==> src/include/cpu_cfg.svh <==
`ifndef CPU_CFG_SVH
`define CPU_CFG_SVH

// Memory map
`define CPU_ADDR_W    16
`define CPU_RESET_PC  16'h0200    // First opcode fetch after reset

// Zero-page read-modify-write shifts
`define OPC_ASL_ZPG   8'h06
`define OPC_LSR_ZPG   8'h46
`define OPC_ROL_ZPG   8'h26
`define OPC_ROR_ZPG   8'h66

// Implied instructions
`define OPC_CLC       8'h18
`define OPC_SEC       8'h38
`define OPC_NOP       8'hEA

`endif

==> src/verilog/cpu_pkg.sv <==
`include "cpu_cfg.svh"

package cpu_pkg;

    typedef logic [7:0] byte_t;
    typedef logic [`CPU_ADDR_W-1:0] addr_t;

    // Shift unit operation
    typedef enum logic [1:0] {
        ALU_ASL = 2'd0,
        ALU_LSR = 2'd1,
        ALU_ROL = 2'd2,
        ALU_ROR = 2'd3
    } alu_op_t;

    // Source of the memory address
    typedef enum logic {
        ADDR_PC  = 1'b0,
        ADDR_ZPG = 1'b1
    } addr_sel_t;

    typedef struct packed {
        logic n;    // Negative
        logic z;    // Zero
        logic c;    // Carry
    } flags_t;

    typedef enum logic [2:0] {
        S_IDLE         = 3'd0,
        S_OPCODE_READ  = 3'd1,
        S_ZPG_ADR_READ = 3'd2,
        S_IDL_WRITE    = 3'd3,
        S_ALU_ZPG      = 3'd4,
        S_DBUF_OUTPUT  = 3'd5,
        S_IMPLIED      = 3'd6
    } decode_state_t;

endpackage

==> src/verilog/cpu_ctrl_if.sv <==
`timescale 1ns/1ps

interface cpu_ctrl_if import cpu_pkg::*; ();

    // Address unit strobes
    logic      pc_enable;
    logic      zpg_load;
    addr_sel_t addr_sel;

    // Datapath strobes
    logic      idl_load;
    logic      dbuf_load;
    alu_op_t   alu_op;

    // Status register controls
    flags_t    flag_write;    // Per-flag write mask
    logic      carry_set;
    logic      carry_clear;

    logic      mem_we;

    modport decoder (
        output pc_enable, zpg_load, addr_sel,
        output idl_load, dbuf_load, alu_op,
        output flag_write, carry_set, carry_clear,
        output mem_we
    );

    modport addr (input pc_enable, zpg_load, addr_sel);

    modport datapath (input idl_load, dbuf_load, alu_op);

    modport status (input flag_write, carry_set, carry_clear);

endinterface

==> src/verilog/bus_latch.sv <==
`timescale 1ns/1ps

// Holding register shared by byte and address payloads
module bus_latch #(
    parameter type payload_t = logic [7:0]
) (
    input  logic     clk,
    input  logic     reset,
    input  logic     load,
    input  payload_t d,
    output payload_t q
);

    always_ff @(posedge clk) begin
        if (reset)
            q <= '0;
        else if (load)
            q <= d;    // Otherwise hold
    end

endmodule

==> src/verilog/address_unit.sv <==
`timescale 1ns/1ps

`include "cpu_cfg.svh"

module address_unit
    import cpu_pkg::*;
(
    input  logic  clk,
    input  logic  reset,
    input  byte_t mem_rdata,
    cpu_ctrl_if.addr ctrl,
    output addr_t mem_addr
);

    addr_t pc_q;
    addr_t zpg_addr;

    always_ff @(posedge clk) begin
        if (reset)
            pc_q <= `CPU_RESET_PC;
        else if (ctrl.pc_enable)
            pc_q <= pc_q + 1'b1;
    end

    // Zero-page address with the high byte forced to zero
    bus_latch #(
        .payload_t(addr_t)
    ) zpg_latch (
        .clk   (clk),
        .reset (reset),
        .load  (ctrl.zpg_load),
        .d     ({{(`CPU_ADDR_W - 8){1'b0}}, mem_rdata}),
        .q     (zpg_addr)
    );

    always_comb begin
        mem_addr = (ctrl.addr_sel == ADDR_ZPG) ? zpg_addr : pc_q;
    end

    // The zero-page byte comes from the program and never from zero page
    assert property (@(posedge clk) disable iff (reset)
        !(ctrl.zpg_load && (ctrl.addr_sel == ADDR_ZPG)));

endmodule

==> src/verilog/instruction_decode.sv <==
`timescale 1ns/1ps

`include "cpu_cfg.svh"

module instruction_decode
    import cpu_pkg::*;
(
    input  logic  clk,
    input  logic  reset,
    input  logic  rdy,
    input  byte_t instruction,
    cpu_ctrl_if.decoder ctrl
);

    decode_state_t state_q;
    decode_state_t state_d;
    byte_t         opcode_q;
    logic          is_zpg_shift;

    // Group two (cc = 10) in zero-page mode (bbb = 001) with aaa below 4
    assign is_zpg_shift = (instruction[1:0] == 2'b10) && (instruction[4:2] == 3'b001)
                          && !instruction[7];

    always_ff @(posedge clk) begin
        if (reset) begin
            state_q  <= S_IDLE;
            opcode_q <= `OPC_NOP;
        end else if (rdy) begin
            state_q <= state_d;
            if (state_q == S_OPCODE_READ)
                opcode_q <= instruction;
        end
    end

    always_comb begin
        state_d          = state_q;
        ctrl.pc_enable   = 1'b0;
        ctrl.zpg_load    = 1'b0;
        ctrl.addr_sel    = ADDR_PC;
        ctrl.idl_load    = 1'b0;
        ctrl.dbuf_load   = 1'b0;
        ctrl.flag_write  = '0;
        ctrl.carry_set   = 1'b0;
        ctrl.carry_clear = 1'b0;
        ctrl.mem_we      = 1'b0;

        // Shift selection follows the latched opcode
        case (opcode_q)
            `OPC_LSR_ZPG: ctrl.alu_op = ALU_LSR;
            `OPC_ROL_ZPG: ctrl.alu_op = ALU_ROL;
            `OPC_ROR_ZPG: ctrl.alu_op = ALU_ROR;
            default:      ctrl.alu_op = ALU_ASL;
        endcase

        case (state_q)
            S_IDLE: begin
                state_d = S_OPCODE_READ;
            end
            S_OPCODE_READ: begin
                ctrl.pc_enable = 1'b1;
                // Anything that is not a zero-page shift runs as implied
                state_d = is_zpg_shift ? S_ZPG_ADR_READ : S_IMPLIED;
            end
            S_ZPG_ADR_READ: begin
                ctrl.pc_enable = 1'b1;
                ctrl.zpg_load  = 1'b1;    // Operand byte is the zero-page address
                state_d        = S_IDL_WRITE;
            end
            S_IDL_WRITE: begin
                ctrl.addr_sel = ADDR_ZPG;
                ctrl.idl_load = 1'b1;
                state_d       = S_ALU_ZPG;
            end
            S_ALU_ZPG: begin
                ctrl.addr_sel   = ADDR_ZPG;
                ctrl.dbuf_load  = 1'b1;
                ctrl.flag_write = '{n: 1'b1, z: 1'b1, c: 1'b1};
                state_d         = S_DBUF_OUTPUT;
            end
            S_DBUF_OUTPUT: begin
                ctrl.addr_sel = ADDR_ZPG;
                ctrl.mem_we   = 1'b1;    // Write back the result
                state_d       = S_OPCODE_READ;
            end
            S_IMPLIED: begin
                ctrl.carry_set   = (opcode_q == `OPC_SEC);
                ctrl.carry_clear = (opcode_q == `OPC_CLC);
                state_d          = S_OPCODE_READ;
            end
            default: state_d = S_IDLE;
        endcase

        // A stalled cycle issues no strobes
        if (!rdy) begin
            ctrl.pc_enable   = 1'b0;
            ctrl.zpg_load    = 1'b0;
            ctrl.idl_load    = 1'b0;
            ctrl.dbuf_load   = 1'b0;
            ctrl.flag_write  = '0;
            ctrl.carry_set   = 1'b0;
            ctrl.carry_clear = 1'b0;
            ctrl.mem_we      = 1'b0;
        end
    end

    // Write-back lasts one cycle and the next fetch follows
    assert property (@(posedge clk) disable iff (reset)
        ctrl.mem_we |-> (state_q == S_DBUF_OUTPUT) ##1 (state_q == S_OPCODE_READ));

    assert property (@(posedge clk) disable iff (reset)
        !(ctrl.pc_enable && ctrl.mem_we));

    assert property (@(posedge clk) disable iff (reset)
        !rdy |-> !(ctrl.pc_enable || ctrl.zpg_load || ctrl.idl_load || ctrl.dbuf_load
                   || (|ctrl.flag_write) || ctrl.carry_set || ctrl.carry_clear
                   || ctrl.mem_we));

endmodule

==> src/verilog/shift_alu.sv <==
`timescale 1ns/1ps

module shift_alu
    import cpu_pkg::*;
(
    input  byte_t   operand,
    input  logic    carry_in,
    input  alu_op_t op,
    output byte_t   result,
    output flags_t  flags
);

    logic carry_out;

    always_comb begin
        case (op)
            ALU_ASL: {carry_out, result} = {operand, 1'b0};
            ALU_ROL: {carry_out, result} = {operand, carry_in};    // Old carry into bit 0
            ALU_LSR: {result, carry_out} = {1'b0, operand};
            ALU_ROR: {result, carry_out} = {carry_in, operand};    // Old carry into bit 7
            default: {carry_out, result} = {operand, 1'b0};
        endcase

        flags.c = carry_out;
        flags.z = (result == 8'h00);
        flags.n = result[7];
    end

endmodule

==> src/verilog/status_register.sv <==
`timescale 1ns/1ps

module status_register
    import cpu_pkg::*;
(
    input  logic   clk,
    input  logic   reset,
    input  flags_t alu_flags,
    cpu_ctrl_if.status ctrl,
    output flags_t flags
);

    always_ff @(posedge clk) begin
        if (reset) begin
            flags <= '0;
        end else begin
            if (ctrl.flag_write.n)
                flags.n <= alu_flags.n;
            if (ctrl.flag_write.z)
                flags.z <= alu_flags.z;

            // CLC and SEC take priority over the ALU carry
            if (ctrl.carry_set)
                flags.c <= 1'b1;
            else if (ctrl.carry_clear)
                flags.c <= 1'b0;
            else if (ctrl.flag_write.c)
                flags.c <= alu_flags.c;
        end
    end

    assert property (@(posedge clk) disable iff (reset)
        !(ctrl.carry_set && ctrl.carry_clear));

endmodule

==> src/verilog/cpu_core.sv <==
`timescale 1ns/1ps

`include "cpu_cfg.svh"

module cpu_core
    import cpu_pkg::*;
(
    input  logic                   clk,
    input  logic                   reset,
    input  logic                   rdy,
    input  logic [7:0]             mem_rdata,
    output logic [`CPU_ADDR_W-1:0] mem_addr,
    output logic [7:0]             mem_wdata,
    output logic                   mem_we,
    output logic                   flags_n,
    output logic                   flags_z,
    output logic                   flags_c
);

    cpu_ctrl_if ctrl_bus ();

    byte_t  idl_q;          // Operand read from zero page
    byte_t  alu_result;
    flags_t alu_flags;
    flags_t status_flags;

    instruction_decode decode (
        .clk         (clk),
        .reset       (reset),
        .rdy         (rdy),
        .instruction (mem_rdata),
        .ctrl        (ctrl_bus.decoder)
    );

    address_unit addr_unit (
        .clk       (clk),
        .reset     (reset),
        .mem_rdata (mem_rdata),
        .ctrl      (ctrl_bus.addr),
        .mem_addr  (mem_addr)
    );

    bus_latch #(.payload_t(byte_t)) input_data_latch (
        .clk   (clk),
        .reset (reset),
        .load  (ctrl_bus.idl_load),
        .d     (mem_rdata),
        .q     (idl_q)
    );

    shift_alu alu (
        .operand  (idl_q),
        .carry_in (status_flags.c),
        .op       (ctrl_bus.alu_op),
        .result   (alu_result),
        .flags    (alu_flags)
    );

    bus_latch #(.payload_t(byte_t)) data_buffer (
        .clk   (clk),
        .reset (reset),
        .load  (ctrl_bus.dbuf_load),
        .d     (alu_result),
        .q     (mem_wdata)
    );

    status_register status (
        .clk       (clk),
        .reset     (reset),
        .alu_flags (alu_flags),
        .ctrl      (ctrl_bus.status),
        .flags     (status_flags)
    );

    assign mem_we  = ctrl_bus.mem_we;
    assign flags_n = status_flags.n;
    assign flags_z = status_flags.z;
    assign flags_c = status_flags.c;

endmodule

==> config.mk <==
export PLATFORM = sky130hd
export DESIGN_NAME = cpu_core
export DESIGN_NICKNAME = d
export VERILOG_FILES = /design/src/verilog/cpu_pkg.sv /design/src/verilog/cpu_ctrl_if.sv /design/src/verilog/bus_latch.sv /design/src/verilog/address_unit.sv /design/src/verilog/instruction_decode.sv /design/src/verilog/shift_alu.sv /design/src/verilog/status_register.sv /design/src/verilog/cpu_core.sv
export VERILOG_INCLUDE_DIRS = /design/src /design/src/include
export SDC_FILE = /design/constraint.sdc
export NUM_CORES = 1
export LEC_CHECK = 0
export BUFFER_PORTS_ARGS = -buffer_cell sky130_fd_sc_hd__buf_2
export CORE_MARGIN = 3
export CORE_UTILIZATION = 45
export DETAILED_ROUTE_END_ITERATION = 16
export PLACE_DENSITY = 0.77
export SLEW_MARGIN = 20
export SYNTH_ARGS = -nofsm -noshare
export SYNTH_HDL_FRONTEND = slang
export SYNTH_SLANG_ARGS = --single-unit
==> constraint.sdc <==
create_clock -name clk -period 2 [get_ports clk]
set_clock_uncertainty 0.05 [all_clocks]
set_input_delay 0.2 -clock clk [delete_from_list [all_inputs] [get_ports clk]]
set_output_delay 0.2 -clock clk [all_outputs]
set_load 0.02 [all_outputs]
==> impl_metrics.json <==
{
  "yosys_most_used_dff": "dfxtp_1",
  "synth_area_um2": 2520,
  "min_from": "mem_rdata[5]",
  "required_ns": 1.75,
  "cp_max_fo": 12,
  "initial_core_util_pct": 47.9,
  "drcViolationCount": 0,
  "r2r-end": "addr_unit.pc_q[9]",
  "setup-violations-final": 0,
  "syn_inst": 295,
  "num_rows": 26,
  "cap_violations": 0,
  "gr-total-overflow": 0,
  "cts_tree": "done",
  "wl_per_cell_um": 13.8,
  "vias_per_cell": 5.43,
  "cp-end-kind": "output pin",
  "ys_warn_count": 0,
  "slew_headroom_pct": 67.0,
  "nNetsFinal": 347,
  "holdBufCountCts": 0,
  "area_growth_pct": 15.4,
  "powerDensity_nw_per_um2": 660,
  "clock.fmax_mhz": 525,
  "ys_seq_area_share_pct": 42.0,
  "die_y_um": 80.9,
  "synthArstFlopShare_pct": 0,
  "ys_seq_elements": 53,
  "synth_edf_count": 0,
  "drive_gt1_share_pct": 22.9,
  "r2r-start": "decode.state_q[0]",
  "dieArea_um2": 6550,
  "grt_util_all_layers_pct": 18.3,
  "power_w": 0.00192,
  "period_needed_ns": 1.90,
  "drv_slew": 0,
  "drt_iter0_markers": 145,
  "postRouteAntennaNets": 0,
  "grt_first_pass_wirelength_um": 9490,
  "min_path_type": "primary input to flop",
  "ctsRootBufferMaster": "clkbuf_8",
  "finalCritPeriodShare_pct": 95.2,
  "startpoint_type": "flop",
  "critical_path_class": "flop to output pin",
  "grt_pass1_vias": 2059,
  "arrival_ns": 1.65,
  "cts_max_level": 2,
  "final_hold_viol_count": 0,
  "worst_pin_slew_ns": 0.493,
  "gp_congestion": 0.789,
  "clk_latency_ns": 0.31,
  "portBuffers": 38,
  "syn_area_per_cell_um2": 8.56,
  "grt_max_degree": 26,
  "dpl.hpwl_um": 4090,
  "cp-startpoint": "decode.state_q[2]",
  "holdPathEnd": "decode.opcode_q[5]",
  "ir_drop_mv": 0.441,
  "core-area_um2": 5270,
  "first_pass_iters": 4,
  "layout_commonest_cell": "dfxtp_1",
  "antenna_found_initial": 0,
  "status": "finished clean",
  "finalWirelength_um": 5620,
  "clkTransAtPathRegs_ns": 0.10,
  "syn_nets": 307,
  "clk_path_buf_depth": 2,
  "diodes": 0,
  "hold_depth": 2,
  "worst-r2r-cell-count": 4,
  "mostFrequentLayoutCells": "dfxtp_1 (51), nand2_1 (43), buf_2 (38), a21oi_1 (30), nor2_1 (27)",
  "vias": 2204,
  "clkSinkCount": 53,
  "tns_ns": 0,
  "fp.dieW_um": 80.9,
  "cellLeakagePower_nw": 1.14,
  "ff2ff_setup_slack_ns": 0.21,
  "cts_buffers": 5,
  "synth.distinct_cells": 52,
  "num_io_pins": 39
}
## synthesized netlist by cell type, types with 7 or more instances
master	instances	area (um2)
nor2_1	27	101
mux2i_1	9	90.1
or3_1	7	43.8
mux2_2	8	90.1
nand4_1	8	50.1
o21ai_0	10	50.1
and2_1	10	62.6
dfxtp_1	53	1060
a21oi_1	30	150
nand2_1	43	161
nor2b_1	8	50.1
clkbuf_1	7	26.3
## worst max-delay path, stage by stage (launching register included)
cell and delay (ns):
dfxtp_2 0.43, nor2b_1 0.25, a21oi_2 0.07, buf_12 0.16
buf_4 0.14, and2_1 0.15, buf_2 0.15
## flip-flops by register name, indices dropped and copies added (netlist names)
register / cells
status.flags: 3
addr_unit.zpg_latch.q: 8
decode.state_q: 3
input_data_latch.q: 8
addr_unit.pc_q: 16
data_buffer.q: 7
decode.opcode_q: 8
## routing by layer
layer / GRT usage, % / up-vias / routed length [um]
met4: 4.56 / 0 / 59
met2: 30.1 / 47 / 2620
met3: 3.77 / 7 / 302
li1: - / 1122 / -
met1: 24.6 / 1028 / 2640
met5: 0 / - / 0
## cells by family (layout without fill, tap and decap cells)
logic type / count (synthesis) / in the layout / synth area share (%)
xor+xnor: 7 / 7 / 3.17
flops: 53 / 53 / 42.0
mux: 17 / 17 / 7.14
compound gates: 62 / 62 / 15.0
buf+inv: 18 / 59 / 3.27
fa+ha+maj: 1 / 1 / 0.495
simple gates: 137 / 137 / 28.9
## worst max path at each step
stage,endpoint,slack (ns)
after detailed placement,addr_unit.pc_q[9],0.23
after global routing,mem_addr[15],-0.008
final,mem_addr[11],0.1
after CTS,mem_addr[4],0.02
after floorplan,mem_addr[6],0.20
after global placement,addr_unit.pc_q[9],0.27
## power by group
group          total, W  internal (W)  switching [W]  leakage [nW]
Combinational  0.000219     0.0000931       0.000126         0.667
Clock          0.000589      0.000242       0.000347        0.0439
Sequential      0.00111       0.00108      0.0000310         0.430
Total           0.00192       0.00142       0.000505          1.14
## cell type report
class | count | area (um2)
Sequential cell | 53 | 1070
Clock buffer | 5 | 68.8
Tap cell | 70 | 87.6
Fill cell | 523 | 2360
Timing Repair Buffer | 49 | 285
Multi-Input combinational cell | 224 | 1380
Inverter | 2 | 7.51
Clock inverter | 3 | 17.5
## repair_timing
| item | 4_1_cts | 5_1_grt |
|---|---|---|
| resized for setup | 2 | 1 |
| gates cloned | 0 | 0 |
| pin swaps | 0 | 1 |
| setup endpoints to repair | 8 | 8 |
| buffers inserted | 0 | 2 |
| hold endpoints to repair | 0 | 0 |
## per-stage QoR
step	instances	setup slack (ns)	hold WS, ns	area, um2	util (%)
after CTS	404	0.0228	0.0942	2900	55.0
final	406	0.0962	0.0972	2910	55.3
after detailed placement	396	0.227	0.405	2810	53.3
after floorplan	295	0.202	0.268	2520	-
after global placement	396	0.266	0.399	2810	53.3
after global routing	406	-0.00786	0.110	2910	55.3
Power figures use the tool's default switching activity.
